===== src/verilog/mxu_params.svh =====
/*
  Matrix-vector engine sizes and depths
*/
`ifndef MXU_PARAMS_SVH
`define MXU_PARAMS_SVH

`default_nettype none

// Output lanes and inner elements per tile
`define MXU_N 4
`define MXU_M 4
`define MXU_MAX_TILES 8

// Must be a power of two
`define MXU_FIFO_DEPTH 4
`define MXU_ACC_W 32

`default_nettype wire

`endif


===== src/verilog/mxu_pkg.sv =====
/*
  Matrix-vector engine shared types
*/
`include "mxu_params.svh"
`default_nettype none

package mxu_pkg;

  typedef logic signed [7:0] elem_t;
  typedef elem_t [`MXU_M-1:0] inp_t;
  // Row n feeds lane n
  typedef inp_t [`MXU_N-1:0] weight_t;

  typedef logic signed [`MXU_ACC_W-1:0] acc_t;
  typedef acc_t [`MXU_N-1:0] bias_t;
  typedef elem_t [`MXU_N-1:0] oup_t;

  typedef logic [$clog2(`MXU_MAX_TILES+1)-1:0] tiles_t;
  typedef logic [$clog2(`MXU_FIFO_DEPTH):0] usage_t;

  typedef logic [7:0] requant_mult_t;
  typedef logic [4:0] requant_shift_t;

endpackage

`default_nettype wire


===== src/verilog/mxu_requantizer.sv =====
/*
  Requantizer: multiply, arithmetic shift, add and saturate to int8 per lane
*/
`timescale 1ns/1ps
`include "mxu_params.svh"
`default_nettype none

module mxu_requantizer (
  input  logic                    clk_i,
  input  logic                    rst_ni,
  input  logic                    valid_i,
  input  mxu_pkg::bias_t          acc_i,
  input  mxu_pkg::requant_mult_t  mult_i,
  input  mxu_pkg::requant_shift_t shift_i,
  input  mxu_pkg::elem_t          add_i,
  output mxu_pkg::oup_t           oup_o,
  output logic                    valid_o
);

  import mxu_pkg::*;

  oup_t oup_q;
  logic valid_q;

  function automatic elem_t requant(acc_t acc, requant_mult_t mult,
                                    requant_shift_t shift, elem_t add);
    logic signed [`MXU_ACC_W+8:0] prod;
    logic signed [`MXU_ACC_W+9:0] sum;
    prod = acc * $signed({1'b0, mult});
    // Floor rounding from the arithmetic shift
    sum = (prod >>> shift) + add;
    if (sum > 127) return 8'sd127;
    if (sum < -128) return -8'sd128;
    return sum[7:0];
  endfunction

  always_ff @(posedge clk_i) begin
    if (valid_i) begin
      for (int n = 0; n < `MXU_N; n++) begin
        oup_q[n] <= requant(acc_i[n], mult_i, shift_i, add_i);
      end
    end
  end

  always_ff @(posedge clk_i, negedge rst_ni) begin
    if (!rst_ni) begin
      valid_q <= 1'b0;
    end else begin
      valid_q <= valid_i;
    end
  end

  assign oup_o   = oup_q;
  assign valid_o = valid_q;

endmodule

`default_nettype wire


===== config.mk =====
export PLATFORM = sky130hd
export DESIGN_NAME = mxu_requantizer
export DESIGN_NICKNAME = d
export VERILOG_FILES = /design/src/verilog/mxu_pkg.sv /design/src/verilog/mxu_requantizer.sv
export VERILOG_INCLUDE_DIRS = /design/src /design/src/verilog
export SDC_FILE = /design/constraint.sdc
export NUM_CORES = 2
export LEC_CHECK = 0
export ABC_AREA = 0
export BUFFER_PORTS_ARGS = -buffer_cell sky130_fd_sc_hd__buf_2
export CELL_PAD_IN_SITES_DETAIL_PLACEMENT = 1
export CELL_PAD_IN_SITES_GLOBAL_PLACEMENT = 1
export CORE_AREA = 3 3 339 341
export CTS_BUF_LIST = sky130_fd_sc_hd__clkbuf_2
export DETAILED_ROUTE_END_ITERATION = 7
export DIE_AREA = 0 0 342 344
export PLACE_DENSITY = 0.88
export SLEW_MARGIN = 20
export SYNTH_ARGS = -nofsm -noshare
export SYNTH_HDL_FRONTEND = slang
export SYNTH_SLANG_ARGS = --single-unit

===== constraint.sdc =====
create_clock -name clk_i -period 0.8 [get_ports clk_i]
set_input_delay 0.08 -clock clk_i [delete_from_list [all_inputs] [get_ports clk_i]]
set_output_delay 0.08 -clock clk_i [all_outputs]
set_load 0.01 [all_outputs]

==> metrics.cfg, run 1 <==
[clock_network]
h-tree-depth = 2
cts.sinks = 33
clockBufferDepth = 2
postCtsHoldBufs = 3
clockRootBuffer = clkbuf_2
cts_made_buffers = 5
cts_resized = 1125
post_cts_buffers = 209

[yosys]
ys.flop_type = edfxtp_1
synthTopCellsByArea = fa_1 28%, ha_1 11%, nand2_1 7.8%, inv_1 5.2%, a21oi_1 4.2%
yosysTopAreaCell = fa_1
async_reset_ff_frac = 0.0303
syn_inst = 7185
synth_area_per_cell_um2 = 7.80
seq_area_frac_synth = 0.0176
netlist_area_um2 = 56100
synth_nets = 8625
synth_edf_count = 32
synth.most_common_cell = nand2_1
ys_warn_count = 0
synth_top_area_share = 0.284
synth_commonest_cells = 1165 x nand2_1, 796 x fa_1, 783 x inv_1
synthDistinctLibCells = 101
synth_seq_cells = 33

[outcome]
outcome = did not finish
failed_stage = clock tree synthesis
error_line = [ERROR DPL-0033] detailed placement checks failed during check placement.

[floorplanning]
rows = 123
initial_core_util = 0.500
die_x_um = 342
die_h_um = 344
ioPinCount = 185

[placement]
hpwl_um = 281000
gp_congestion = 1.11
dp_slack_ns = -9.83
io_buffers = 184

[metrics by stage]
step                      hold WS, ns  instances  area [um2]
after floorplan                -0.216       7185       57300
after global placement         -0.144      10400       73500
after detailed placement       -0.143      10400       73500
[kinds of logic after synthesis]
| kind of cell | count (synthesis) | share of synthesized area |
|---|---|---|
| xor gates and xnor gates | 268 | 0.0419 |
| buffers and inverters | 1171 | 0.0788 |
| DFF | 33 | 0.0176 |
| and+or+nand+nor | 2392 | 0.199 |
| AOI/OAI and AO/OA | 1716 | 0.203 |
| adders and majority gates | 1288 | 0.394 |
| muxes | 317 | 0.0660 |
==> run 2, diff against run 1 <==
Settings changed: CELL_PAD_IN_SITES_DETAIL_PLACEMENT 1 to unset, CELL_PAD_IN_SITES_GLOBAL_PLACEMENT 1 to unset, CORE_AREA 3 3 339 341 to 3 3 379 381, CTS_BUF_LIST sky130_fd_sc_hd__clkbuf_2 to unset, DIE_AREA 0 0 342 344 to 0 0 382 384, PLACE_DENSITY 0.88 to unset, PLACE_DENSITY_LB_ADDON set to 0.15.
==> run 2 against run 1 <==
Effect of this change: the flow now finishes, with violations (negative setup slack); area after synthesis is the same; synthesized cell count is the same.
==> metrics.cfg, run 2 <==
[setup_path]
cp_max_fo = 7
startpoint = mult_i[5]
crit_type = input port to flip-flop
cp_top_family = compound AO/OA/AOI/OAI gates
critPathSlowestCell = fa_1
worst_setup_path_start_kind = input port
max_stage_delay_ns = 0.56
crit_path_end_kind = flip-flop
crit_required_ns = 0.81
path_common_cell = buf_4
cp.buffers_inverters = 9
arrival_ns = 8.81

[floorplanning]
dieArea_um2 = 147000
die_x_um = 382
ioPinCount = 185
die_h_um = 384
rows = 138
design.core.area_um2 = 141000
initial_core_util = 0.398

[timing]
fin_ws_ns = -8.00
timing.slew.headroom = 0.490
setup_viol_count_final = 65
rsz0062_at_grt = true
period_minus_slack_ns = 8.80
fin_crit_sh = 11.0
worst_pin_slew_ns = 0.762
slew_viol_final = 0
clock.fmax_mhz = 114
finalHoldViolCount = 0

[yosys]
synth_edf_count = 32
seq_area_frac_synth = 0.0176
synth_commonest_cells = 1165 x nand2_1, 796 x fa_1, 783 x inv_1
synth_nets = 8625
yosysTopAreaCell = fa_1
synth_top_area_share = 0.284
synth.most_common_cell = nand2_1
synth_area_per_cell_um2 = 7.80
ys.flop_type = edfxtp_1
synthTopCellsByArea = fa_1 28%, ha_1 11%, nand2_1 7.8%, inv_1 5.2%, a21oi_1 4.2%
ys_warn_count = 0
netlist_area_um2 = 56100
async_reset_ff_frac = 0.0303
syn_inst = 7185
synth_seq_cells = 33
synthDistinctLibCells = 101

[route]
routed_wl_um = 230000
drt_iter0_drc = 4279
drc = 0
dr.pass1.iters = 7
vias = 61300
ant_nets = 0
wire_per_inst_um = 20.6
viasPerCell = 5.49

[clock_network]
cts.sinks = 33
clockBufferDepth = 2
h-tree-depth = 2
cts_tree = done
cts_made_buffers = 5
clockRootBuffer = clkbuf_16
clk_pin_slew_ns = 0.05

[placement]
dp_slack_ns = -9.06
io_buffers = 184
hpwl_um = 186000
gp_congestion = 1.01

[grt]
grt_util_all_layers = 0.298
grt_pass1_vias = 61800
grt_start_max_net_pins = 43
antenna_found_initial = 12
grt_pass1_wl_um = 352000
grt_remaining_overflow = 0

[final_layout]
final_cell_mix = 2107 x buf_4, 1117 x nand2_1, 760 x inv_1, 749 x fa_1, 362 x ha_1
final_common_cell = buf_4
area_delta_synth_final_pct = 48.1
drive_gt1_frac = 0.377
final_nets = 10700
largest_register_ffs = 32

[outcome]
outcome = finished, violations left
violations = negative setup slack

[job]
drv_cap = 0

[hold_path]
hp-class = input port to asynchronous set/reset pin

==> run 2: worst paths after layout <==
| kind | to | slack [ns] | cells past startpoint |
|---|---|---|---|
| min | valid_o | 0.12 | 2 |
| max in group asynchronous | valid_o | 0.59 | 2 |
| max | oup_o[12] | -8.00 | 37 |
| min in group clk_i | valid_o | 0.15 | 2 |
==> run 2: per-layer routing <==
layer	share of wire	vias up	routed length, um	global-route usage
met5	0.00011	-	26	0
met4	0.029	4	6720	0.0644
met3	0.053	287	12300	0.0240
met2	0.46	1854	105000	0.494
met1	0.46	30300	106000	0.425
li1	-	28900	-	-
==> run 2: kinds of logic after synthesis <==
kind of cell / count (synthesis) / share of synthesized area
xor+xnor: 268 / 0.0419
simple gates: 2392 / 0.199
buf+inv: 1171 / 0.0788
flops: 33 / 0.0176
fa+ha+maj: 1288 / 0.394
mux: 317 / 0.0660
compound gates: 1716 / 0.203
==> run 2: layout make-up <==
type                    instances  area, um2
clock buffers                   8        146
well taps                    1890       2360
diodes                          7       17.5
repair buffers               2455      20100
inverters                     788       2970
flip-flops and latches         33        986
multi-input cells            5981      56400
fillers                     12900      57800
==> run 2: per-stage QoR <==
| stage | hold WS [ns] | cell area [um2] | setup TNS, ns | cells | util |
|---|---|---|---|---|---|
| final | 0.122 | 83100 | -254.24 | 11200 | 0.589 |
| after global routing | 0.143 | 83000 | -263.99 | 11200 | 0.589 |
| after CTS | 0.107 | 79500 | -253.31 | 11100 | 0.564 |
| after detailed placement | -0.143 | 74700 | -281.19 | 10900 | 0.530 |
| after global placement | -0.145 | 74700 | -281.14 | 10900 | 0.530 |
| after floorplan | -0.216 | 57300 | -235.69 | 7185 | - |
==> run 2: what timing repair did <==
action,4_1_cts,5_1_grt
gates cloned,19,17
hold buffers,1,0
endpoints found under the hold margin,1,0
setup buffers,126,76
pin swaps,328,317
endpoints found under the setup margin,65,65
resized for setup,639,516
Power of run 2 is left out: the tool's default activity adds up to more than one toggle a clock period on the data nets, which glitch-free logic cannot reach.
