## config.mk

```make
export PLATFORM = sky130hd
export DESIGN_NAME = mxu_fifo
export DESIGN_NICKNAME = d
export VERILOG_FILES = /design/src/verilog/mxu_pkg.sv /design/src/verilog/mxu_fifo.sv
export VERILOG_INCLUDE_DIRS = /design/src /design/src/verilog
export SDC_FILE = /design/constraint.sdc
export NUM_CORES = 1
export LEC_CHECK = 0
export BUFFER_PORTS_ARGS = -buffer_cell sky130_fd_sc_hd__clkbuf_2
export CORE_AREA = 2 2 100 102
export CTS_BUF_LIST = sky130_fd_sc_hd__clkbuf_16
export CTS_CLUSTER_SIZE = 25
export DETAILED_ROUTE_END_ITERATION = 8
export DIE_AREA = 0 0 102 104
export GPL_ROUTABILITY_DRIVEN = 0
export PLACE_DENSITY = 0.78
export SLEW_MARGIN = 10
export SYNTH_ARGS = -nofsm -noshare
export SYNTH_HDL_FRONTEND = slang
export SYNTH_SLANG_ARGS = --single-unit
```

## constraint.sdc

```tcl
create_clock -name clk_i -period 3.55 [get_ports clk_i]
set_clock_uncertainty 0.2 [all_clocks]
set_input_delay 1.065 -clock clk_i [delete_from_list [all_inputs] [get_ports clk_i]]
set_output_delay 1.065 -clock clk_i [all_outputs]
set_load 0.02 [all_outputs]
```

## src/verilog/mxu_params.svh

```systemverilog
/*
  Matrix-vector engine sizes and depths
*/
`ifndef MXU_PARAMS_SVH
`define MXU_PARAMS_SVH

`default_nettype none

// Output lanes and inner elements per tile
`define MXU_N 4
`define MXU_M 4
`define MXU_MAX_TILES 8

// Must be a power of two
`define MXU_FIFO_DEPTH 4
`define MXU_ACC_W 32

`default_nettype wire

`endif

```

## src/verilog/mxu_pkg.sv

```systemverilog
/*
  Matrix-vector engine shared types
*/
`include "mxu_params.svh"
`default_nettype none

package mxu_pkg;

  typedef logic signed [7:0] elem_t;
  typedef elem_t [`MXU_M-1:0] inp_t;
  // Row n feeds lane n
  typedef inp_t [`MXU_N-1:0] weight_t;

  typedef logic signed [`MXU_ACC_W-1:0] acc_t;
  typedef acc_t [`MXU_N-1:0] bias_t;
  typedef elem_t [`MXU_N-1:0] oup_t;

  typedef logic [$clog2(`MXU_MAX_TILES+1)-1:0] tiles_t;
  typedef logic [$clog2(`MXU_FIFO_DEPTH):0] usage_t;

  typedef logic [7:0] requant_mult_t;
  typedef logic [4:0] requant_shift_t;

endpackage

`default_nettype wire

```

## src/verilog/mxu_fifo.sv

```systemverilog
/*
  Output FIFO, circular buffer without fall-through, with usage count
*/
`timescale 1ns/1ps
`include "mxu_params.svh"
`default_nettype none

module mxu_fifo #(
  parameter int unsigned DEPTH = `MXU_FIFO_DEPTH
) (
  input  logic            clk_i,
  input  logic            rst_ni,
  input  logic            push_i,
  input  mxu_pkg::oup_t   data_i,
  input  logic            pop_i,
  output mxu_pkg::oup_t   data_o,
  output logic            empty_o,
  output logic            full_o,
  output mxu_pkg::usage_t usage_o
);

  import mxu_pkg::*;

  localparam int unsigned AddrW = $clog2(DEPTH);

  oup_t             mem_q [DEPTH];
  logic [AddrW-1:0] wr_ptr_q, rd_ptr_q;
  logic [AddrW:0]   cnt_q;

  assign empty_o = (cnt_q == '0);
  assign full_o  = (cnt_q == DEPTH);
  assign usage_o = usage_t'(cnt_q);
  assign data_o  = mem_q[rd_ptr_q];

  always_ff @(posedge clk_i) begin
    if (push_i) begin
      mem_q[wr_ptr_q] <= data_i;
    end
  end

  // Pointers wrap on their own for power-of-two depths
  always_ff @(posedge clk_i, negedge rst_ni) begin
    if (!rst_ni) begin
      wr_ptr_q <= '0;
      rd_ptr_q <= '0;
      cnt_q    <= '0;
    end else begin
      if (push_i) wr_ptr_q <= wr_ptr_q + 1'b1;
      if (pop_i) rd_ptr_q <= rd_ptr_q + 1'b1;
      cnt_q <= cnt_q + (AddrW+1)'(push_i) - (AddrW+1)'(pop_i);
    end
  end

  a_no_overflow : assert property (@(posedge clk_i) disable iff (!rst_ni)
    push_i && full_o |-> pop_i);

  a_no_underflow : assert property (@(posedge clk_i) disable iff (!rst_ni)
    pop_i |-> !empty_o);

endmodule

`default_nettype wire

```

* Word-level counts from Yosys, hierarchy flattened
Memories as Yosys holds them, arrays and structs flattened.
Cells that the tools add are included.
** Operators by class
- $lt $le $gt $ge :: 0
- Divide/modulo/power cells :: 0
- Eq/ne operators :: 1
- Bitwise operators :: 0
- Shift operators :: 0
- Add/sub/neg operators :: 4
- Multipliers :: 0
- Reductions and logical operators :: 1
- Mux-type cells :: 2
** Operator list (count)
- $add 2x1->2 const B :: 2
- $add 3x1->3 :: 1
- $eq 3x3->1 const B :: 1
- $logic_not 3->1 :: 1
- $sub 3x1->3 :: 1
- $mux 1 :: 2
** Storage, ports and cells
- Word-level logic and storage cells :: 12
- Memories :: 1
- Register bits :: 7
- Memory bits (writable) :: 128
- Input bits :: 36
- ROM bits :: 0
- Output and inout bits :: 37
- Bits in latches :: 0
** Memory list
- mem_q :: depth 4, width 32, rd ports 1, clocked after memory_dff 0, wr ports 1, RTL line mxu_fifo.sv:26 : oup_t mem_q [DEPTH];

* Depth between registers and ports, before layout
- Depth after elaboration :: 2
- Depth in mapped cells :: 6
- Depth with buffers taken out :: 6

* Least setup slack after synthesis
No wires, ideal clock.
- Path kind :: input -> register
- From :: input push_i
- To :: memory mem_q[1][0] (netlist name) (enable)
- Data required time :: 2958 ps
- Arrival :: 1860 ps
- Library setup time :: 392 ps
- Slack :: 1098 ps
- Path buffers :: 0
- Stages :: 1
- Cell sequence :: and2_1
** On the way
- Word-level cells in the longest chain between the ends :: 2
** Ends and longest elaborated chain
- start, declared :: RTL line mxu_fifo.sv:13 : input logic push_i,
- $mux 1 :: RTL line mxu_fifo.sv:36 : if (push_i) begin
- $mux 1 (not written as such) :: RTL line mxu_fifo.sv:37 : mem_q[wr_ptr_q] <= data_i;
- end, declared :: RTL line mxu_fifo.sv:26
No other way between the ends.

==> results.txt <==
----------------------------------------------------
[CTS]
  CTS tree ... built
  Total clock sinks ... 135
  Hold buffer count at cts ... 0
  TritonCTS Buffers ... 17
  Root Buffer ... sky130_fd_sc_hd__clkbuf_16
  Clock insertion delay at the later pin of the skew report ... 0.41 ns
  Maximum buffer depth of the clock tree ... 2
  Count of instances resized after the clock tree is built ... 0
  Level count of the clock H-tree ... 4
  Post-CTS clock slew at the launch and capture registers of the worst setup and hold paths ... 0.05 ns
  Buffers inserted during post-CTS setup optimization ... 0

[Setup path]
  Data arrival, critical path ... 2.00 ns
  Largest driver fanout on the critical path ... 12
  Data required time at the worst endpoint ... 2.28 ns
  Sort of element at the start of the critical path ... flip-flop
  CP endpoint kind ... primary output
  Worst reg-to-reg setup slack ... 1.55 ns
  Crit Path Category ... flip-flop to primary output

[Cells and area]
  Layout fillers ... 661
  Most common cell after layout, fill and taps aside ... sky130_fd_sc_hd__edfxtp_1
  Antenna diodes ... 0
  Top library cells by usage in the layout, fill and taps aside ... 128 x sky130_fd_sc_hd__edfxtp_1, 72 x sky130_fd_sc_hd__clkbuf_2, 28 x sky130_fd_sc_hd__mux4_2, 17 x sky130_fd_sc_hd__clkbuf_16, 8 x sky130_fd_sc_hd__inv_1
  Area growth from synthesis to final layout ... 20.62%
  Fraction of final layout cells sized beyond drive strength 1 ... 0.4557
  Net count of the finished layout ... 335

[Die]
  Chip height ... 104 um
  Horizontal die dimension ... 102 um
  Boundary pin count ... 73
  Starting density of the core ... 0.5294
  Total die area ... 10,610 sq um
  Core Rows ... 36
  Area of the placeable core ... 9549 sq um

[Route]
  DRC errors left ... 0
  Via count ... 2,302
  Total iterations of the first detailed-routing run ... 4
  DRC marker count from the first detailed-route iteration ... 123
  WL/cell ... 19.27 um
  DR vias/cell ... 5.256
  Routed Antenna Nets ... 0
  Total detailed-routing wirelength ... 8442 um

[STA]
  Period utilisation layout ... 0.9190
  Relative slew slack ... 0.4548
  Maximum operating frequency ... 0.3065 GHz
  Hold slack final ... 0.2925 ns
  Minimum clock period ... 3.262 ns
  Number of hold violations in the final report ... 0
  Final setup vio count ... 0
  Final-layout setup total negative slack ... 0 ns
  Setup repair after global routing missed its margin ... false
  Transition at the pin with the smallest max-transition slack ... 0.8179 ns
  Number of pins exceeding their max-slew limit in the final report ... 0

[Synthesis]
  Sequential cell area fraction in the yosys report ... 0.7950
  Total of warnings raised by yosys ... 0
  Net count after synthesis ... 245
  Syn Inst Count ... 202
  Synthesized area per cell ... 25.02 sq um
  Synth Register Bits ... 135
  Library cells used by synthesis ... 18
  Netlist area before placement ... 5055 sq um

[GRT]
  Wire length of the first global-routing pass ... 13,000 um
  GRT Overall Usage ... 0.1745
  Pin count of the biggest net entering global routing ... 34
  Initial antenna violation count ... 0
  Sum of overflow across all layers after global routing ... 0
  Vias in the first global route ... 2,438

[Power]
  Peak supply drop ... 0.0004459 V
  Leakage power summed over all cells ... 0.002216 uW
  Pwr/cell area ... 887.1 nW/um^2

[Outcome]
  Result of the run ... completed

[Worst hold path]
  Worst min-delay path class ... input pin to async pin

[Placed design]
  DPL Wire Length ... 5158 um
  Count of buffers from port buffering ... 72

[Run]
  Reported max-cap violation count ... 0

----------------------------------------------------
-- Yosys cell counts, drive strengths merged --
cell type | count | area, sq um
clkbuf | 1 | 3.750
dfrtp | 7 | 175.2
buf | 7 | 86.33
xor2 | 3 | 26.28
o21ai | 1 | 5.000
mux4 | 32 | 735.7
xnor2 | 2 | 17.52
edfxtp | 128 | 3844
ha | 6 | 75.07
and2 | 4 | 25.02
fa | 1 | 20.02
and3 | 1 | 6.260
nor3 | 1 | 5.000
nand2 | 2 | 7.510
inv | 6 | 22.52
-- worst max-delay path, stage by stage (launching register included) --
cell and delay, ns:
sky130_fd_sc_hd__dfrtp_2 0.54, sky130_fd_sc_hd__buf_4 0.32, sky130_fd_sc_hd__mux4_2 0.54, sky130_fd_sc_hd__clkbuf_2 0.17
-- worst paths after layout --
check	end	depth (start not counted)	start
min	usage_o[0]	1	rst_ni
min in group clk_i	wr_ptr_q[0]	1	wr_ptr_q[0]
max reg2reg	mem_q[2][4]	4	wr_ptr_q[0]
max	data_o[7]	3	rd_ptr_q[0]
max in group asynchronous	rd_ptr_q[1]	1	rst_ni
min reg2reg	wr_ptr_q[0]	1	wr_ptr_q[0]
-- power breakdown --
group / switching, uW / internal [uW] / total (uW)
Combinational: 866 / 658 / 1520
Sequential: 193 / 2100 / 2290
Clock: 591 / 1010 / 1600
-- through the flow --
step	instances	utilization	power (uW)	area, sq um	worst slack, ns
CTS	438	0.6385	5467	6097	0.2482
detailed placement	406	0.5814	3866	5552	0.6845
global placement	406	0.5814	3826	5552	0.7072
finish	438	0.6385	5408	6097	0.2875
global route	438	0.6385	5650	6097	0.1747
floorplan	202	-	3423	5055	1.098
-- flip-flops by register name, indices dropped and copies added, names as in the netlist --
signal	flops
usage_o	3
rd_ptr_q	2
mem_q	128
wr_ptr_q	2
-- layout make-up --
type	count	area, sq um	area share
Clock buffer	17	425.4	0.06977
Clock inverter	15	120.1	0.01970
Inverter	6	22.52	0.003694
Multi-Input combinational cell	53	928.4	0.1523
Sequential cell	135	4021	0.6596
Tap cell	133	166.4	0.02729
Timing Repair Buffer	79	412.9	0.06772
-- logic make-up after synthesis --
family | share of synthesized area
AND/OR/NAND/NOR | 0.008663
adder cells (fa/ha/maj) | 0.01881
flip-flops | 0.7951
XOR/XNOR | 0.008665
AO/OA/AOI/OAI | 0.0009891
buffers and inverters | 0.02228
multiplexers | 0.1455
-- routing by layer --
| metal | GRT usage | routed length, um | vias up |
|---|---|---|---|
| li1 | - | - | 1030 |
| met1 | 0.2155 | 3526 | 1203 |
| met2 | 0.2777 | 4397 | 57 |
| met3 | 0.05578 | 381 | 12 |
| met4 | 0.08571 | 138 | 0 |
| met5 | 0 | 0 | - |
No activity file was read; power rests on OpenSTA's default activity.
