[config.mk]
export PLATFORM = sky130hd
export DESIGN_NAME = mxu_weight_buffer
export DESIGN_NICKNAME = d
export VERILOG_FILES = /design/src/verilog/mxu_pkg.sv /design/src/verilog/mxu_weight_buffer.sv
export VERILOG_INCLUDE_DIRS = /design/src /design/src/verilog
export SDC_FILE = /design/constraint.sdc
export NUM_CORES = 1
export LEC_CHECK = 0
export ABC_AREA = 1
export BUFFER_PORTS_ARGS = -buffer_cell sky130_fd_sc_hd__buf_4
export CAP_MARGIN = 40
export CORE_UTILIZATION = 52
export CTS_CLUSTER_SIZE = 28
export DETAILED_ROUTE_END_ITERATION = 16
export PLACE_DENSITY = 0.79
export SLEW_MARGIN = 40
export SYNTH_ARGS = -nofsm -noshare
export SYNTH_HDL_FRONTEND = slang
export SYNTH_SLANG_ARGS = --single-unit
[constraint.sdc]
create_clock -name clk_i -period 8.5 [get_ports clk_i]
set_input_delay 0.425 -clock clk_i [delete_from_list [all_inputs] [get_ports clk_i]]
set_output_delay 0.425 -clock clk_i [all_outputs]
set_load 0.01 [all_outputs]
[src/verilog/mxu_params.svh]
/*
  Matrix-vector engine sizes and depths
*/
`ifndef MXU_PARAMS_SVH
`define MXU_PARAMS_SVH

`default_nettype none

// Output lanes and inner elements per tile
`define MXU_N 4
`define MXU_M 4
`define MXU_MAX_TILES 8

// Must be a power of two
`define MXU_FIFO_DEPTH 4
`define MXU_ACC_W 32

`default_nettype wire

`endif

[src/verilog/mxu_pkg.sv]
/*
  Matrix-vector engine shared types
*/
`include "mxu_params.svh"
`default_nettype none

package mxu_pkg;

  typedef logic signed [7:0] elem_t;
  typedef elem_t [`MXU_M-1:0] inp_t;
  // Row n feeds lane n
  typedef inp_t [`MXU_N-1:0] weight_t;

  typedef logic signed [`MXU_ACC_W-1:0] acc_t;
  typedef acc_t [`MXU_N-1:0] bias_t;
  typedef elem_t [`MXU_N-1:0] oup_t;

  typedef logic [$clog2(`MXU_MAX_TILES+1)-1:0] tiles_t;
  typedef logic [$clog2(`MXU_FIFO_DEPTH):0] usage_t;

  typedef logic [7:0] requant_mult_t;
  typedef logic [4:0] requant_shift_t;

endpackage

`default_nettype wire

[src/verilog/mxu_weight_buffer.sv]
/*
  Two-entry ping-pong weight tile store
*/
`timescale 1ns/1ps
`default_nettype none

module mxu_weight_buffer (
  input  logic             clk_i,
  input  logic             rst_ni,
  input  logic             weight_valid_i,
  output logic             weight_ready_o,
  input  mxu_pkg::weight_t weight_i,
  input  logic             tile_pop_i,
  output logic             tile_valid_o,
  output mxu_pkg::weight_t tile_o
);

  import mxu_pkg::*;

  weight_t    mem_q [2];
  logic       wr_ptr_q, rd_ptr_q;
  logic [1:0] cnt_q;
  logic       push;

  // A full buffer still takes a tile while one leaves
  assign weight_ready_o = (cnt_q != 2'd2) | tile_pop_i;
  assign push           = weight_valid_i & weight_ready_o;
  assign tile_valid_o   = (cnt_q != 2'd0);
  assign tile_o         = mem_q[rd_ptr_q];

  always_ff @(posedge clk_i) begin
    if (push) begin
      mem_q[wr_ptr_q] <= weight_i;
    end
  end

  always_ff @(posedge clk_i, negedge rst_ni) begin
    if (!rst_ni) begin
      wr_ptr_q <= 1'b0;
      rd_ptr_q <= 1'b0;
      cnt_q    <= 2'd0;
    end else begin
      if (push) wr_ptr_q <= ~wr_ptr_q;
      if (tile_pop_i) rd_ptr_q <= ~rd_ptr_q;
      cnt_q <= cnt_q + 2'(push) - 2'(tile_pop_i);
    end
  end

  a_no_pop_empty : assert property (@(posedge clk_i) disable iff (!rst_ni)
    tile_pop_i |-> tile_valid_o);

endmodule

`default_nettype wire

### Word-level counts from Yosys, hierarchy flattened

Memory sizes are Yosys's and may differ from the RTL's.
Index checks and enable logic that the tools add are counted.

| operators by class | value |
|---|---|
| add/sub/neg operators | 2 |
| equality and inequality tests | 1 |
| reductions and logical operators | 1 |
| mux-type cells | 2 |
| bitwise logic cells | 4 |

Operator list:

| kind | count |
|---|---|
| 2-bit by 1-bit adder with 2-bit output | 1 |
| 1-bit two-way mux | 2 |
| 2-bit != test, second input constant | 1 |
| 1-bit NOT | 2 |
| 2-bit nonzero test | 1 |
| 2-bit by 1-bit subtractor with 2-bit output | 1 |
| 1-bit AND | 1 |
| 1-bit bitwise OR | 1 |

| word-level totals | value |
|---|---|
| RAM bits | 256 |
| output and inout port bits | 130 |
| memories | 1 |
| input port bits | 132 |
| register bits | 4 |
| word-level logic and storage cells | 14 |

Memory list:

| memory | words | bits a word | rd ports | clocked after Yosys merged registers in | write ports | RTL line | text |
|---|---|---|---|---|---|---|---|
| mem_q | 2 | 128 | 1 | 0 | 1 | mxu_weight_buffer.sv:20 | `weight_t mem_q [2];` |

### Depth between registers and ports, before layout

| logic depth | value |
|---|---|
| depth in word-level cells | 5 |
| depth in mapped cells | 8 |

### Least setup slack after synthesis

No wires, ideal clock.

| timing | value |
|---|---|
| path kind | input to register |
| from | input tile_pop_i |
| to | memory mem_q[1][0] (netlist bit), enable pin |
| data arrival time | 6046 ps |
| setup slack | 1838 ps |
| stages on the path | 4 |
| setup time | 616 ps |
| cells stage by stage | inv_1 -> nand3_1 -> nand2_1 -> nor2_1 |

| on the way | value |
|---|---|
| word-level cells in the longest chain between the ends | 4 |

RTL lines:

| what | RTL line | text |
|---|---|---|
| from (decl) | mxu_weight_buffer.sv:13 | `input logic tile_pop_i,` |
| 1-bit bitwise OR | mxu_weight_buffer.sv:26 | `assign weight_ready_o = (cnt_q != 2'd2) \| tile_pop_i;` |
| via weight_ready_o | mxu_weight_buffer.sv:11 | `output logic weight_ready_o,` |
| 1-bit AND | mxu_weight_buffer.sv:27 | `assign push = weight_valid_i & weight_ready_o;` |
| 1-bit two-way mux | mxu_weight_buffer.sv:32 | `if (push) begin` |
| 1-bit two-way mux (implied by the code) | mxu_weight_buffer.sv:33 | `mem_q[wr_ptr_q] <= weight_i;` |
| to (decl) | mxu_weight_buffer.sv:20 |  |

The timed path passes the listed nets, and every way through them passes these cells.

==> impl_metrics.env <==
export IMPL_outcome="finished, final reports clean"
export IMPL_hp_start="weight_i[79]"
export IMPL_placementRows=49
export IMPL_yosysWarnings=0
export IMPL_grt_max_degree=77
export IMPL_syn_nets=557
export IMPL_cts_made_buffers=26
export IMPL_htreeDepth=1
export IMPL_critPathTopFamily="buffers and inverters"
export IMPL_drive_above_1_share=0.600
export IMPL_area_delta_synth_final_pct=32.2
export IMPL_dr_pass1_iters=4
export IMPL_ys_async_sr_fraction=0.0154
export IMPL_max_freq_mhz=332
export IMPL_startpoint_type="flip-flop"
export IMPL_antenna_found_initial=0
export IMPL_slowest_stage="dfrtp_4"
export IMPL_maxSlewViolCount=0
export IMPL_cts_tree="done"
export IMPL_antenna_left=0
export IMPL_final_net_count=840
export IMPL_clk_pin_slew_ns=0.06
export IMPL_cts_buffer_depth=3
export IMPL_avgSynthCellArea_um2=22.4
export IMPL_overflow=0
export IMPL_required_ns=8.08
export IMPL_reg2reg_from="cnt_q[1]"
export IMPL_maxCapViolCount=0
export IMPL_setup_viol=0
export IMPL_synth_top_area_share=0.810
export IMPL_num_vias=4856
export IMPL_fill_cells=1138
export IMPL_synth_cells=424
export IMPL_yosys_area_top_type="edfxtp_1"
export IMPL_rsz0062_at_grt="false"
export IMPL_hpwl_mm=12.0
export IMPL_syn_cell_area_mm2=0.00949
export IMPL_final_cells=954
export IMPL_synth_edf_count=256
export IMPL_multiInputGateArea_mm2=0.00154
export IMPL_yosysSeqAreaShare=0.820
export IMPL_synth_area_leaders="edfxtp_1 81%, mux2_2 15%, buf_6 1.5%, dfrtp_1 1.1%, nand2_1 0.28%"
export IMPL_slowest_delay_ns=0.63
export IMPL_seqCellArea_mm2=0.00779
export IMPL_antenna_cells=0
export IMPL_fin_worst_skew_ns=0.0120
export IMPL_dieArea_mm2=0.0188
export IMPL_cts_root_buf="clkbuf_16"
export IMPL_fin_crit_ns=3.01
export IMPL_irDropWorstVdd_uv=283
export IMPL_cellLeakagePower_nw=4.74
export IMPL_critical_path_buf_inv_count=3
export IMPL_die_h_um=137
export IMPL_yosysMostFrequentCell="edfxtp_1"
export IMPL_dp_cells=906
export IMPL_clock_latency_ns=0.52
export IMPL_clock_sinks=260
export IMPL_criticalPathCategory="flip-flop to primary output"
export IMPL_crit_fanout=64
export IMPL_ios=262
export IMPL_timing_setup_tns_ns=0
export IMPL_drtIter0Drc=156
export IMPL_coreArea_mm2=0.0179
export IMPL_drc_errors=0
export IMPL_wire_per_inst_um=18.9
export IMPL_synth_common_cells="256 x edfxtp_1, 128 x mux2_2, 13 x buf_6"
export IMPL_grt_pass1_vias=5027
export IMPL_place_congestion=0.773
export IMPL_worst_slew_pin_transition_ns=0.743
export IMPL_finalHoldViolCount=0
export IMPL_routed_wl_mm=18.0
export IMPL_power_density_mw_per_mm2=334
export IMPL_holdWs_ns=0.0872
export IMPL_floorplan_initialDensity=0.530
export IMPL_viasPerCell=5.09
export IMPL_cp_arrival_ns=2.59
export IMPL_grt_pass1_wl_mm=25.9
export IMPL_slew_headroom=0.505
export IMPL_synth_flop_cell="edfxtp_1"
export IMPL_ys_types=13
export IMPL_port_buffers=261
export IMPL_post_cts_buffers=0
export IMPL_crit_chain="buf_12 > buf_6 > mux2_2 > buf_4"
export IMPL_ys_seq_elements=260
export IMPL_hold_class="input port to flip-flop"
export IMPL_post_route_period_util=0.354
export IMPL_worst_setup_path_end_kind="primary output"
export IMPL_dieWidth_um=137
export IMPL_track_usage=0.183
export IMPL_setup_worst_path_start="rd_ptr_q"
[metrics by stage]
| stage | utilization | power (mW) | instance area (um2) | setup WS (ns) |
|---|---|---|---|---|
| after detailed placement | 0.652 | 3.11 | 11700 | 5.63 |
| final | 0.701 | 4.19 | 12600 | 5.49 |
| after floorplan | - | 2.59 | 9490 | 1.84 |
| after CTS | 0.700 | 4.24 | 12500 | 5.07 |
| after global placement | 0.650 | 3.06 | 11600 | 5.67 |
| after global routing | 0.701 | 4.37 | 12600 | 5.34 |
[worst paths after layout]
| kind | to | slack (ns) | cells after the start |
|---|---|---|---|
| max | tile_o[68] | 5.49 | 4 |
| min | mem_q[1][79] | 0.09 | 1 |
| max reg2reg | mem_q[0][4] | 5.96 | 4 |
| min reg2reg | wr_ptr_q | 0.52 | 2 |
| max in group asynchronous | rd_ptr_q | 8.12 | 2 |
| min in group asynchronous | cnt_q[0] | 0.26 | 2 |
[layer usage]
metal  vias up  wire length, um  global-route usage
met1      2395             6410               0.213
met3        40             1450              0.0500
li1       2240                -                   -
met4         0              515              0.0653
met5         -                0                   0
met2       181             9620               0.324
[report_power, final]
group | total (mW) | switching, mW | internal, mW
clock network | 1.12 | 0.446 | 0.671
registers | 1.80 | 0.0787 | 1.72
logic | 1.28 | 0.614 | 0.661
total | 4.19 | 1.14 | 3.06
[cell usage in the layout, fill, tap and decap left out, drive strengths merged]
cell type	instances
buf	268
edfxtp	256
mux2	128
clkbuf	34
clkinv	9
nand2	7
inv	5
dfrtp	4
nand3	3
bufinv	3
xor2	2
nor2	2
xnor2	1
or2	1
ha	1
dlygate4sd3	1
[cell families (layout without fill, tap and decap cells)]
logic type / Yosys count / after routing / synth area share
flops: 260 / 260 / 0.820
buf+inv: 19 / 320 / 0.0179
mux: 128 / 128 / 0.152
xor+xnor: 3 / 3 / 0.00277
fa+ha+maj: 1 / 1 / 0.00132
simple gates: 13 / 13 / 0.00580
[state kept, by name, summed over array words and instances, names as in the netlist]
| register | cells |
|---|---|
| mem_q | 256 |
| cnt_q | 2 |
| rd_ptr_q | 1 |
| wr_ptr_q | 1 |
[what timing repair did]
| item | in CTS | in global routing |
|---|---|---|
| resized for setup | 0 | 0 |
| hold buffers | 1 | 0 |
| hold endpoints to repair | 4 | 0 |
[layout make-up]
cell class	instances	area share
multi-input cells	145	0.123
clock buffers	34	0.0559
well taps	229	0.0228
inverters	5	0.00189
flip-flops and latches	260	0.621
clock inverters	12	0.0113
repair buffers	269	0.165
(Power assumes the default switching activity.)
