[src/verilog/mxu_params.svh]
/*
  Matrix-vector engine sizes and depths
*/
`ifndef MXU_PARAMS_SVH
`define MXU_PARAMS_SVH

`default_nettype none

// Output lanes and inner elements per tile
`define MXU_N 4
`define MXU_M 4
`define MXU_MAX_TILES 8

// Must be a power of two
`define MXU_FIFO_DEPTH 4
`define MXU_ACC_W 32

`default_nettype wire

`endif

[src/verilog/mxu_pkg.sv]
/*
  Matrix-vector engine shared types
*/
`include "mxu_params.svh"
`default_nettype none

package mxu_pkg;

  typedef logic signed [7:0] elem_t;
  typedef elem_t [`MXU_M-1:0] inp_t;
  // Row n feeds lane n
  typedef inp_t [`MXU_N-1:0] weight_t;

  typedef logic signed [`MXU_ACC_W-1:0] acc_t;
  typedef acc_t [`MXU_N-1:0] bias_t;
  typedef elem_t [`MXU_N-1:0] oup_t;

  typedef logic [$clog2(`MXU_MAX_TILES+1)-1:0] tiles_t;
  typedef logic [$clog2(`MXU_FIFO_DEPTH):0] usage_t;

  typedef logic [7:0] requant_mult_t;
  typedef logic [4:0] requant_shift_t;

endpackage

`default_nettype wire

[src/verilog/mxu_dotp_acc.sv]
/*
  Lane dot products and bias-seeded accumulator, two register stages
*/
`timescale 1ns/1ps
`include "mxu_params.svh"
`default_nettype none

module mxu_dotp_acc (
  input  logic             clk_i,
  input  logic             rst_ni,
  input  logic             calc_en_i,
  input  logic             first_i,
  input  logic             last_i,
  input  mxu_pkg::inp_t    inp_i,
  input  mxu_pkg::weight_t weight_i,
  input  mxu_pkg::bias_t   bias_i,
  output mxu_pkg::bias_t   result_o,
  output logic             result_valid_o
);

  import mxu_pkg::*;

  bias_t prod_q, bias_q, acc_q;
  logic  en_q, first_q, last_q;
  logic  result_valid_q;

  function automatic acc_t lane_sum(inp_t a, inp_t w);
    acc_t s;
    s = '0;
    for (int m = 0; m < `MXU_M; m++) begin
      s += acc_t'(a[m]) * acc_t'(w[m]);
    end
    return s;
  endfunction

  // Stage one
  always_ff @(posedge clk_i) begin
    if (calc_en_i) begin
      for (int n = 0; n < `MXU_N; n++) begin
        prod_q[n] <= lane_sum(inp_i, weight_i[n]);
      end
      if (first_i) bias_q <= bias_i;
    end
  end

  always_ff @(posedge clk_i, negedge rst_ni) begin
    if (!rst_ni) begin
      en_q    <= 1'b0;
      first_q <= 1'b0;
      last_q  <= 1'b0;
    end else begin
      en_q    <= calc_en_i;
      first_q <= first_i;
      last_q  <= last_i;
    end
  end

  // Stage two, first tile starts from the bias
  always_ff @(posedge clk_i) begin
    if (en_q) begin
      for (int n = 0; n < `MXU_N; n++) begin
        acc_q[n] <= (first_q ? bias_q[n] : acc_q[n]) + prod_q[n];
      end
    end
  end

  always_ff @(posedge clk_i, negedge rst_ni) begin
    if (!rst_ni) begin
      result_valid_q <= 1'b0;
    end else begin
      result_valid_q <= en_q & last_q;
    end
  end

  assign result_o       = acc_q;
  assign result_valid_o = result_valid_q;

endmodule

`default_nettype wire

[config.mk]
export PLATFORM = sky130hd
export DESIGN_NAME = mxu_dotp_acc
export DESIGN_NICKNAME = d
export VERILOG_FILES = /design/src/verilog/mxu_pkg.sv /design/src/verilog/mxu_dotp_acc.sv
export VERILOG_INCLUDE_DIRS = /design/src /design/src/verilog
export SDC_FILE = /design/constraint.sdc
export NUM_CORES = 2
export LEC_CHECK = 0
export BUFFER_PORTS_ARGS = -buffer_cell sky130_fd_sc_hd__buf_2
export CORE_MARGIN = 1
export CORE_UTILIZATION = 52
export DETAILED_ROUTE_END_ITERATION = 7
export PLACE_DENSITY = 0.76
export SLEW_MARGIN = 20
export SYNTH_ARGS = -nofsm -noshare
export SYNTH_HDL_FRONTEND = slang
export SYNTH_SLANG_ARGS = --single-unit
[constraint.sdc]
create_clock -name clk_i -period 12.85 [get_ports clk_i]
set_clock_uncertainty 0.2 [all_clocks]
set_input_delay 3.855 -clock clk_i [delete_from_list [all_inputs] [get_ports clk_i]]
set_output_delay 3.855 -clock clk_i [all_outputs]
set_load 0.01 [all_outputs]
# After elaboration in Yosys (flattened, before gate mapping)

Cells that the tools add are included.

Flip-flop bits (word level): 388
Input port bits: 293
Output and inout bits: 129

Add/subtract/negate cells: 16
$mul: 16
Multiplexer cells: 4
Bitwise operators: 1
Reduce and logical (&&, ||, !) cells: 1

Operators with widths:

| operator                                     | count |
|---|---|
| 8-bit by 8-bit multiplier with 16-bit output | 16 |
| 32-bit adder                                 | 4 |
| 32-bit two-way mux                           | 4 |
| 18-bit by 16-bit adder with 19-bit output    | 4 |
| 17-bit by 16-bit adder with 18-bit output    | 4 |
| 16-bit by 16-bit adder with 17-bit output    | 4 |
| 2-bit AND reduction                          | 1 |
| 1-bit bitwise AND                            | 1 |

# Depth between registers and ports, before layout

Word-level depth: 4
Depth in mapped cells: 26
Gate-level depth less buffers: 25

# Worst setup path before layout

OpenSTA, ideal clock, no wires.

Path kind: input to register
From: input port inp_i[15] (netlist bit)
To: register prod_q[62] (netlist bit) (data pin)
Arrival time: 10.061 ns
Setup slack: 2.327 ns
Stages: 21
Path through: clkbuf_1 > and2_1 > inv_1 > fa_1 > fa_1 > inv_1 > fa_1 > fa_1 > fa_1 > fa_1 > inv_1 > fa_1 > fa_1 > inv_1 > ha_1 > o21ai_0 > o311ai_1 > o41ai_1 > o2111ai_1 > o31ai_1 > xnor2_1

Word-level cells in the longest chain between the ends: 4

RTL lines:

| what                                         | line               | text |
|---|---|---|
| start: declaration                           | mxu_dotp_acc.sv:14 | `input mxu_pkg::inp_t inp_i,` |
| 8-bit by 8-bit multiplier with 16-bit output | mxu_dotp_acc.sv:31 | `s += acc_t'(a[m]) * acc_t'(w[m]);` |
| 16-bit by 16-bit adder with 17-bit output    | mxu_dotp_acc.sv:31 |  |
| 17-bit by 16-bit adder with 18-bit output    | mxu_dotp_acc.sv:31 |  |
| 18-bit by 16-bit adder with 19-bit output    | mxu_dotp_acc.sv:31 |  |
| end signal: indexed assignment               | mxu_dotp_acc.sv:40 | `prod_q[n] <= lane_sum(inp_i, weight_i[n]);` |
| end: declaration                             | mxu_dotp_acc.sv:23 | `bias_t prod_q, bias_q, acc_q;` |

No other way between the ends.
A chain may end at the register's enable or synchronous reset.

# Worst setup path after layout

From: input port inp_i[31] (netlist bit)
To: register prod_q[62] (netlist bit) (data pin)

Word-level cells in the longest chain between the ends: 2

RTL lines:

| what                                         | line |
|---|---|
| 8-bit by 8-bit multiplier with 16-bit output | mxu_dotp_acc.sv:31 |
| 18-bit by 16-bit adder with 19-bit output    | mxu_dotp_acc.sv:31 |

No other way between the ends.

==> parameters.txt <==
Parameter                              Value

Clocking
  Latest clock arrival within the worst-skew pair    560 ps
  TritonCTS buffer count    35
  Number of buffers between clock root and the deepest sink    3
  Clock tree from TritonCTS    built
  Count of clock tree sinks    336
  Cts hold-fix bufs    0
  Clock slew at the register clock pins of the worst setup and hold paths    70 ps
  Setup Fix Bufs, Post-CTS    0
  Gates resized, CTS repair    0
  Root Buffer    sky130_fd_sc_hd__clkbuf_16
  Maximum level of the CTS H-tree    2

Global routing
  Global-route wire length before repair    255000 um
  GR Overflow Total    0
  Pin count of the biggest net entering global routing    69
  All-Layer GR Usage    27.3%
  Via count of the first global-routing pass    45711
  Initial antenna violation count    59

Routing
  Drt pass-1 iters    5
  Routed vias    42972
  ANT nets after route    0
  Final routed wirelength across all metal layers    161000 um
  Per-cell via count in the routed design    5.30
  Avg WL per Cell    19.9 um
  First-iteration detailed-routing DRC count    2934
  Remaining design rule violation count    0

Timing
  Final Setup Violations    0
  Share of the clock period used by the worst path    85.2%
  Max-slew violations    0
  Sum Neg Setup Slack    0 ps
  Final count of hold timing violations    0
  Headroom to the max-slew limit    31.0%
  Period minus WS final    10950 ps
  Setup repair after global routing missed its margin    no
  Transition time at the pin with the least slew margin    1030 ps
  Maximum clock frequency    91.4 MHz

Synthesis
  Part of the Yosys area used for sequential elements    16.1%
  Number of nets produced by synthesis    8203
  Netlist cell types    77
  Yosys warnings    0
  FF+latch count, synth    336
  Mapped Cells    6082
  Synthesized area divided by synthesized cell count    10.3 um^2
  Summed instance area of the synthesized netlist    62700 um^2
  Dominant synthesized flop cell    sky130_fd_sc_hd__edfxtp_1
  Post-synth EDFFs    332
  Async set-reset flop share out of synthesis    1.19%

Layout
  Ratio of cells with drive above 1 in the final layout    9.95%
  Total of fill cells in the finished design    10272
  Final standard cell utilization of the core    56.6%
  Cell area after layout    67800 um^2
  Growth of design area from synthesis to finish    8.05%
  Post-layout nets    8556

Min path
  Hold Path Stages    1
  Type of the most critical hold path    flip-flop to flip-flop

Placement
  Gp weighted congestion    0.983
  Estimated wirelength of the detail-placed design    135000 um
  Number of input and output port buffers inserted    421
  Post-placement cell area    66600 um^2

Die
  Number of placed I/O pins    422
  Placeable core region    120000 um^2
  Standard-cell rows    127
  Die area    122000 um^2
  Initial core utilization    52.3%
  Chip height    349 um
  Die width    349 um

Setup path
  Reg2Reg Depth    12
  CP Launch Type    input pin
  Data arrival time at the worst-slack endpoint    11040 ps
  Max Fanout on Critical Path    32
  Kind of capture point of the worst setup path    flip-flop
  CP required    12940 ps
  Worst setup path category    input pin to flip-flop

Run status
  Result of the run    finished clean

Job
  Max-cap viol count    0
## final cells by class
class / instances / area, um^2 / share of cell area (%)
clock buffers: 45 / 935 / 1.38
multi-input cells: 4028 / 46200 / 68.2
flip-flops and latches: 336 / 10100 / 14.9
inverters: 1586 / 5950 / 8.79
well taps: 1612 / 2020 / 2.98
clock inverters: 17 / 179 / 0.264
diodes: 39 / 97.6 / 0.144
repair buffers: 448 / 2310 / 3.41
## flip-flops by register name, summed over array words and instances (netlist names)
register / flops
result_o: 128
en_q: 1
result_valid_o: 1
first_q: 1
bias_q: 128
last_q: 1
prod_q: 76
## worst max-delay path, stage by stage
cell and delay [ps]:
sky130_fd_sc_hd__buf_2 570, sky130_fd_sc_hd__nand2_1 210, sky130_fd_sc_hd__inv_1 210, sky130_fd_sc_hd__fa_1 560, sky130_fd_sc_hd__fa_1 560, sky130_fd_sc_hd__inv_1 60
sky130_fd_sc_hd__fa_1 490, sky130_fd_sc_hd__fa_1 510, sky130_fd_sc_hd__inv_1 50, sky130_fd_sc_hd__fa_1 580, sky130_fd_sc_hd__fa_1 450, sky130_fd_sc_hd__fa_1 500
sky130_fd_sc_hd__inv_1 50, sky130_fd_sc_hd__fa_1 500, sky130_fd_sc_hd__inv_1 60, sky130_fd_sc_hd__ha_1 360, sky130_fd_sc_hd__nand3_1 120, sky130_fd_sc_hd__o311ai_1 170
sky130_fd_sc_hd__o41ai_1 500, sky130_fd_sc_hd__o2111ai_1 250, sky130_fd_sc_hd__o31ai_1 280, sky130_fd_sc_hd__xnor2_1 90
## cell families after synthesis
logic type	after synthesis	share of synthesized area [%]
XOR/XNOR	179	2.50
buffers and inverters	1718	10.3
flip-flops	336	16.1
AND/OR/NAND/NOR	1461	12.0
AO/OA/AOI/OAI	428	4.63
multiplexers	132	2.35
adder cells (fa/ha/maj)	1828	52.1
## cells in the final DEF (no fill, tap or decap), drive strengths merged, types with 107 or more instances in the layout
master  instances
inv          1589
fa           1308
and2          535
ha            520
nand2         450
buf           448
edfxtp        332
nor2          147
xnor2         134
mux2          121
a21oi         107
## stage by stage
step,setup slack [ps],hold slack (ps),std cells
global route,1590,274,8106
CTS,2050,249,8072
floorplan,2330,228,6082
detailed placement,1430,234,8010
global placement,1600,239,8010
finish,1900,247,8111
## per-layer routing
metal / track usage (%) / routed length [um]
met1: 38.6 / 67400
met2: 41.1 / 71800
met3: 5.57 / 14600
met4: 11.4 / 7250
met5: 0 / 149
## cell usage after synthesis (all sizes together) (11+ instances only)
cell,instances,area [um^2]
inv,1586,5950
nor3,51,255
o21ai,83,419
and2,535,3350
or3,18,113
a21oi,107,539
o311ai,13,114
buf,14,60.1
a2111oi,13,158
o21a,30,225
a21boi,15,113
a211oi,25,193
xnor2,134,1170
nand2,450,1690
nor2,147,552
mux2,121,1360
mux2i,11,110
and3,20,125
edfxtp,332,9970
xor2,45,394
nand2b,66,413
clkbuf,118,443
ha,520,6510
a31oi,17,121
o21bai,13,97.6
o211ai,15,118
a21o,39,293
nand3,55,275
fa,1308,26200
nand4,13,81.3
nor2b,68,425
## final timing paths
check	from	end	slack [ps]
max	inp_i[31]	prod_q[62]	1900
min	last_q	result_valid_o	250
max reg2reg	first_q	result_o[127]	7480
min reg2reg	last_q	result_valid_o	250
max in group asynchronous	rst_ni	en_q	9400
min in group asynchronous	rst_ni	first_q	2900
Power is not shown: default switching activity piles up to over one toggle a cycle in this logic, so the estimate is an artifact.
