**src/verilog/mxu_params.svh**
```systemverilog
/*
  Matrix-vector engine sizes and depths
*/
`ifndef MXU_PARAMS_SVH
`define MXU_PARAMS_SVH

`default_nettype none

// Output lanes and inner elements per tile
`define MXU_N 4
`define MXU_M 4
`define MXU_MAX_TILES 8

// Must be a power of two
`define MXU_FIFO_DEPTH 4
`define MXU_ACC_W 32

`default_nettype wire

`endif

```
**src/verilog/mxu_pkg.sv**
```systemverilog
/*
  Matrix-vector engine shared types
*/
`include "mxu_params.svh"
`default_nettype none

package mxu_pkg;

  typedef logic signed [7:0] elem_t;
  typedef elem_t [`MXU_M-1:0] inp_t;
  // Row n feeds lane n
  typedef inp_t [`MXU_N-1:0] weight_t;

  typedef logic signed [`MXU_ACC_W-1:0] acc_t;
  typedef acc_t [`MXU_N-1:0] bias_t;
  typedef elem_t [`MXU_N-1:0] oup_t;

  typedef logic [$clog2(`MXU_MAX_TILES+1)-1:0] tiles_t;
  typedef logic [$clog2(`MXU_FIFO_DEPTH):0] usage_t;

  typedef logic [7:0] requant_mult_t;
  typedef logic [4:0] requant_shift_t;

endpackage

`default_nettype wire

```
**src/verilog/mxu_controller.sv**
```systemverilog
/*
  Matrix-vector engine controller: accepts tile beats, tracks inner tiles
  and holds back new jobs until the output FIFO has room
*/
`timescale 1ns/1ps
`include "mxu_params.svh"
`default_nettype none

module mxu_controller (
  input  logic            clk_i,
  input  logic            rst_ni,
  input  logic            inp_valid_i,
  output logic            inp_ready_o,
  input  logic            bias_valid_i,
  output logic            bias_ready_o,
  input  logic            tile_valid_i,
  input  mxu_pkg::tiles_t ctrl_tiles_i,
  input  mxu_pkg::usage_t fifo_usage_i,
  output logic            calc_en_o,
  output logic            first_o,
  output logic            last_o,
  output logic            busy_o
);

  import mxu_pkg::*;

  // Cycles from beat accept to FIFO push
  localparam int unsigned PipeDepth = 4;

  tiles_t                 tile_q;
  usage_t                 inflight_q;
  logic [PipeDepth-1:0]   pend_q;
  logic                   credit_ok;
  logic                   job_done;

  assign first_o = (tile_q == '0);
  assign last_o  = (tile_q == tiles_t'(ctrl_tiles_i - 1'b1));

  assign credit_ok = ({1'b0, inflight_q} + {1'b0, fifo_usage_i}) < `MXU_FIFO_DEPTH;

  // Bias travels with the first beat of a job
  assign inp_ready_o  = tile_valid_i & (!first_o | (bias_valid_i & credit_ok));
  assign bias_ready_o = first_o & tile_valid_i & credit_ok & inp_valid_i;
  assign calc_en_o    = inp_valid_i & inp_ready_o;

  assign job_done = calc_en_o & last_o;
  assign busy_o   = (tile_q != '0) | (inflight_q != '0);

  always_ff @(posedge clk_i, negedge rst_ni) begin
    if (!rst_ni) begin
      tile_q <= '0;
    end else if (calc_en_o) begin
      tile_q <= last_o ? '0 : tile_q + 1'b1;
    end
  end

  // Results not yet visible in the FIFO usage
  always_ff @(posedge clk_i, negedge rst_ni) begin
    if (!rst_ni) begin
      pend_q     <= '0;
      inflight_q <= '0;
    end else begin
      pend_q     <= {pend_q[PipeDepth-2:0], job_done};
      inflight_q <= inflight_q + usage_t'(job_done) - usage_t'(pend_q[PipeDepth-1]);
    end
  end

  a_credit_bound : assert property (@(posedge clk_i) disable iff (!rst_ni)
    ({1'b0, inflight_q} + {1'b0, fifo_usage_i}) <= `MXU_FIFO_DEPTH);

  a_tiles_nonzero : assert property (@(posedge clk_i) disable iff (!rst_ni)
    busy_o |-> ctrl_tiles_i != '0);

endmodule

`default_nettype wire

```
**config.mk**
```make
export PLATFORM = sky130hd
export DESIGN_NAME = mxu_controller
export DESIGN_NICKNAME = d
export VERILOG_FILES = /design/src/verilog/mxu_pkg.sv /design/src/verilog/mxu_controller.sv
export VERILOG_INCLUDE_DIRS = /design/src /design/src/verilog
export SDC_FILE = /design/constraint.sdc
export NUM_CORES = 1
export LEC_CHECK = 0
export BUFFER_PORTS_ARGS = -buffer_cell sky130_fd_sc_hd__buf_2
export CORE_MARGIN = 2
export CORE_UTILIZATION = 49
export CTS_CLUSTER_SIZE = 20
export DETAILED_ROUTE_END_ITERATION = 10
export PLACE_DENSITY = 0.73
export SYNTH_ARGS = -nofsm -noshare
export SYNTH_HDL_FRONTEND = slang
export SYNTH_SLANG_ARGS = --single-unit
```
**constraint.sdc**
```tcl
create_clock -name clk_i -period 3.05 [get_ports clk_i]
set_input_delay 0.61 -clock clk_i [delete_from_list [all_inputs] [get_ports clk_i]]
set_output_delay 0.61 -clock clk_i [all_outputs]
set_load 0.05 [all_outputs]
```
Word-level counts from Yosys, hierarchy flattened
Index checks and enable logic that the tools add are counted.
{ "word_totals": {"input_bits": 12, "elab_cells": 24, "out_inout_bits": 6, "reg_bits": 11} }
{ "op_classes": {"mux": 1, "n_eq_ne": 1, "add_sub_neg": 5, "n_bitwise": 9, "magnitude_cmp": 1, "n_reduce_logical": 4} }
{ "ops": {"columns": ["op", "n"], "rows": [
  ["bitwise AND 1 bit", 7],
  ["adder 3 x 3 -> 4 bit", 1],
  ["adder 4 x 1 -> 4 bit, second input constant", 1],
  ["equality test 4 bit", 1],
  ["logical NOT 4 bit", 1],
  ["< comparator 4 x 3 -> 1 bit, second input constant", 1],
  ["two-way mux 4 bit", 1],
  ["nonzero test 4 bit", 1],
  ["subtractor 4 x 1 -> 4 bit, second input constant", 1],
  ["adder 3 x 1 -> 3 bit", 1],
  ["nonzero test 3 bit", 1],
  ["subtractor 3 x 1 -> 3 bit", 1],
  ["bitwise OR 1 bit", 2],
  ["logical NOT 1 bit", 1]
]} }

Longest topological paths before layout
{ "depth": {"ltp_word": 9, "mapped_depth": 12, "ltp_nobuf": 12} }

Worst setup path after synthesis
No wires, ideal clock.
{ "synth_path": {"path_kind": "input to register", "startpoint": "input port ctrl_tiles_i[0]", "endpoint": "register inflight_q[2]", "required_time_ns": 2.927, "t_arrival_ns": 3.044, "slack_ns": -0.117, "path_buffers": 0, "cell_stages": 10, "setup_ns": 0.123, "cell_sequence": "inv_1 ha_1 xnor2_1 nor4_4 nand2_1 ha_1 inv_1 ha_1 fa_1 xnor2_1"} }
{ "synth_between": {"elab_chain_len": 5} }
{ "synth_rtl": {"columns": ["element", "line", "text"], "rows": [
  ["start: declaration", "mxu_controller.sv:17", "input mxu_pkg::tiles_t ctrl_tiles_i,"],
  ["subtractor 4 x 1 -> 4 bit", "mxu_controller.sv:37", "assign last_o = (tile_q == tiles_t'(ctrl_tiles_i - 1'b1));"],
  ["equality test 4 bit", "mxu_controller.sv:37", null],
  ["via last_o", "mxu_controller.sv:21", "output logic last_o,"],
  ["bitwise AND 1 bit", "mxu_controller.sv:46", "assign job_done = calc_en_o & last_o;"],
  ["adder 3 x 1 -> 3 bit", "mxu_controller.sv:64", "inflight_q <= inflight_q + usage_t'(job_done) - usage_t'(pend_q[PipeDepth-1]);"],
  ["subtractor 3 x 1 -> 3 bit", "mxu_controller.sv:64", null],
  ["end signal: assignment", "mxu_controller.sv:64", null],
  ["end: declaration", "mxu_controller.sv:31", "usage_t inflight_q;"]
]} }
The timed path passes the listed nets, and every way through them passes these cells.
A chain may end at the register's enable or synchronous reset.

Final worst setup path
{ "layout_path": {"startpoint": "input port fifo_usage_i[2]", "endpoint": "register inflight_q[2]"} }
{ "layout_between": {"elab_chain_len": 9} }
{ "layout_rtl": {"columns": ["element", "line", "text"], "rows": [
  ["start: declaration", "mxu_controller.sv:18", "input mxu_pkg::usage_t fifo_usage_i,"],
  ["adder 3 x 3 -> 4 bit", "mxu_controller.sv:39", "assign credit_ok = ({1'b0, inflight_q} + {1'b0, fifo_usage_i}) < `MXU_FIFO_DEPTH;"],
  ["< comparator 4 x 3 -> 1 bit (no source line)", null, null],
  ["bitwise AND 1 bit", "mxu_controller.sv:42", "assign inp_ready_o = tile_valid_i & (!first_o | (bias_valid_i & credit_ok));"],
  ["bitwise OR 1 bit", "mxu_controller.sv:42", null],
  ["bitwise AND 1 bit", "mxu_controller.sv:42", null],
  ["bitwise AND 1 bit", "mxu_controller.sv:44", "assign calc_en_o = inp_valid_i & inp_ready_o;"],
  ["bitwise AND 1 bit", "mxu_controller.sv:46", null],
  ["adder 3 x 1 -> 3 bit", "mxu_controller.sv:64", null],
  ["subtractor 3 x 1 -> 3 bit", "mxu_controller.sv:64", null]
]} }
No other way between the ends.

==> out/qor.log <==
INFO  outcome        run_status=finished clean
INFO  critical_path  path_cells=buf_2 > ha_1 > nor3_1 > a31oi_1 > or2_2 > clkinvlp_4 > nand2_1 > ha_1 > inv_1 > ha_1 > fa_2 > xnor2_1
INFO  grt            grt.overflow.total=0
INFO  cells_and_area layout.cells.most_common_list=buf_2, dfrtp_1, inv_1
INFO  cts            number_of_clock_buffers_inserted_by_tritoncts=3
INFO  cts            post-cts-setup-buffer-count=0
INFO  floorplan      core.rowCount=13
INFO  pwr            worst_ir_drop_vdd=389uV
INFO  timing         maxSlewHeadroom=80.6%
INFO  place          place_congestion=0.729
INFO  timing         timing_worst_slew_pin_value=0.287ns
INFO  cts            cts.hold.buffers_added=0
INFO  logic_synthesis syn_avg_cell_area=10.5um^2
INFO  timing         worst_hold_slack=0.195ns
INFO  cells_and_area area_growth_syn_to_layout=23.4%
INFO  drt            drt-vias-per-instance=4.95
INFO  drt            final_routed_wirelength_across_all_metal_layers=1010um
INFO  critical_path  timing.critical_path.fanout_max=6
INFO  logic_synthesis synth_cells=62
INFO  critical_path  worstPathBufferInverterCount=3
INFO  run            maxcap_violations=0
INFO  logic_synthesis syn-cell-area=648um^2
INFO  cells_and_area drive_above_1_share=31.0%
INFO  cts            cts.root.buffer_cell=clkbuf_4
INFO  timing         clock-skew-final=0.00474ns
INFO  cts            cts-resized-gates=0
INFO  logic_synthesis synth-seq-cells=11
INFO  timing         report.final.setup_viol=0
INFO  timing         fmax=375MHz
INFO  cells_and_area layout.cells.most_common=buf_2
INFO  timing         timing.final.crit_period=2.66ns
INFO  cts            h_tree_depth_reported_by_cts=1
INFO  timing         sum_of_negative_setup_slack=0ns
INFO  grt            grt.total_usage=15.5%
INFO  drt            drt_drc_violations_left=0
INFO  timing         layout_worst_path_cycle_share=87.3%
INFO  cts            clock_insertion_delay_worst_skew=0.26ns
INFO  pwr            p_total=0.000563W
INFO  drt            drtPass1Iterations=4
INFO  critical_path  timing_worst_setup_path_type=in -> reg
INFO  drt            dr_total_vias=490
INFO  logic_synthesis yosysWarningCount=0
INFO  cts            tritoncts_num_sinks=11
INFO  pwr            power.density_cell_area=704nW/um^2
INFO  drt            drtIter0Drc=3
INFO  floorplan      chipWidth=40.4um
INFO  critical_path  arrival=2.82ns
INFO  critical_path  cpLargestDelayFamily=adder cells
INFO  grt            first_pass_grt_wire_length=1640um
INFO  place          dp.final_hpwl=845um
INFO  timing         slew_viol_final=0
INFO  floorplan      placeableCoreArea=1270um^2
INFO  critical_path  crit_required=3.20ns
INFO  critical_path  rr_startpoint=tile_q[0]$_DFFE_PN0N_
INFO  logic_synthesis netlist-cell-type-count=21
INFO  logic_synthesis synth_fp_nets=82
INFO  cells_and_area final_net_count=105
INFO  critical_path  worst_r2r_path_depth=11
INFO  critical_path  timing.critical_path.to_type=flip-flop
INFO  cts            cts_tree=built
INFO  critical_path  critical_path.startpoint_type=input pin
INFO  critical_path  regToRegSetupSlack=0.40ns
INFO  floorplan      die_h=40.4um
INFO  drt            drt.antenna.violating_nets=0
INFO  critical_path  crit_top_cell=ha_1
INFO  cells_and_area final_util=63.0%
INFO  logic_synthesis register_area_share_after_synthesis=42.5%
INFO  grt            grt_antenna_before_repair=0
INFO  floorplan      num_io_pins=18
INFO  timing         hold_viol_final=0
INFO  hold_path      hold_path.class=in -> async
INFO  place          port-buffer-count=17
INFO  floorplan      die_area=1630um^2
INFO  critical_path  worstReg2RegEnd=inflight_q[1]$_DFF_PN0_
INFO  drt            routedWlPerCell=10.2um
INFO  timing         rsz0062_at_grt=false
INFO  floorplan      floorplan.initialDensity=51.1%
INFO  cells_and_area antenna_cells=0
INFO  grt            first_global_vias=434
INFO  pwr            power_leakage=0.418nW
INFO  cts            clock_path_buffers=2
INFO  cts            clkTransAtPathRegs=0.07ns
INFO  critical_path  critPathMaxStageDelay=0.35ns
INFO  grt            grt_max_degree=12
INFO  critical_path  critical_path.slowest_cell=or2_2
[synth_stat cells]
cell type | count | area, um^2
a21o_1 | 1 | 7.51
a31oi_1 | 1 | 6.26
dfrtp_1 | 11 | 275
fa_1 | 1 | 20.0
ha_1 | 7 | 87.6
inv_1 | 10 | 37.5
nand2_1 | 6 | 22.5
nand3_1 | 2 | 10.0
nor2b_1 | 1 | 6.26
nor3_1 | 3 | 15.0
nor4_4 | 1 | 21.3
nor4b_1 | 1 | 8.76
o211ai_1 | 1 | 7.51
o21ai_1 | 2 | 10.0
o22ai_1 | 1 | 6.26
or2_2 | 1 | 6.26
or3_1 | 1 | 6.26
or3b_1 | 1 | 8.76
or4_1 | 2 | 15.0
xnor2_1 | 7 | 61.3
xor2_1 | 1 | 8.76
[metrics by stage]
step	instances	worst slack, ns	area [um^2]
after global placement	95	0.139	773
after CTS	99	0.352	800
final	99	0.386	800
after floorplan	62	0.00443	662
after detailed placement	95	0.0928	773
after global routing	99	0.201	800
[cells by family after synthesis]
kind of cell | share of synthesized area, %
AOI/OAI and AO/OA | 5.79
xor gates and xnor gates | 10.8
adders and majority gates | 16.6
buffers and inverters | 5.79
DFF | 42.5
and+or+nand+nor | 18.5
[worst max-delay path by stage]
| stage | startpoint | end | depth (start not counted) |
|---|---|---|---|
| 2_1_floorplan | ctrl_tiles_i[0] | inflight_q[2]$_DFF_PN0_ | 10 |
| 3_3_place_gp | fifo_usage_i[2] | inflight_q[2]$_DFF_PN0_ | 12 |
| 3_5_place_dp | fifo_usage_i[2] | inflight_q[2]$_DFF_PN0_ | 12 |
| 4_1_cts | tile_q[0]$_DFFE_PN0N_ | calc_en_o | 7 |
| 5_1_grt | fifo_usage_i[2] | inflight_q[2]$_DFF_PN0_ | 12 |
| 6_report | fifo_usage_i[2] | inflight_q[2]$_DFF_PN0_ | 12 |
[registers in the layout, summed over array words and instances, names as in the netlist]
register	cells
inflight_q	3
pend_q	4
tile_q	4
[report_power, final]
part           leakage (nW)  internal, W  switching, W   total, W
clock network        0.0150    0.0000505     0.0000441  0.0000946
logic                 0.266     0.000108      0.000123   0.000231
registers             0.137     0.000190     0.0000464   0.000237
[per-layer routing]
| metal | track usage, % | up-vias | routed length (um) |
|---|---|---|---|
| met2 | 25.0 | 13 | 449 |
| met5 | 0 | - | 0 |
| met3 | 1.67 | 2 | 47 |
| li1 | - | 251 | - |
| met1 | 19.5 | 224 | 490 |
| met4 | 10.0 | 0 | 27 |
[area by class of cell]
cell class	instances	area, um^2
clock buffers	4	26.3
fillers	109	469
inverters	10	41.3
multi-input cells	41	345
flip-flops and latches	11	275
well taps	15	18.8
repair buffers	18	92.6
Note: power is estimated with default switching activity, not from simulation.
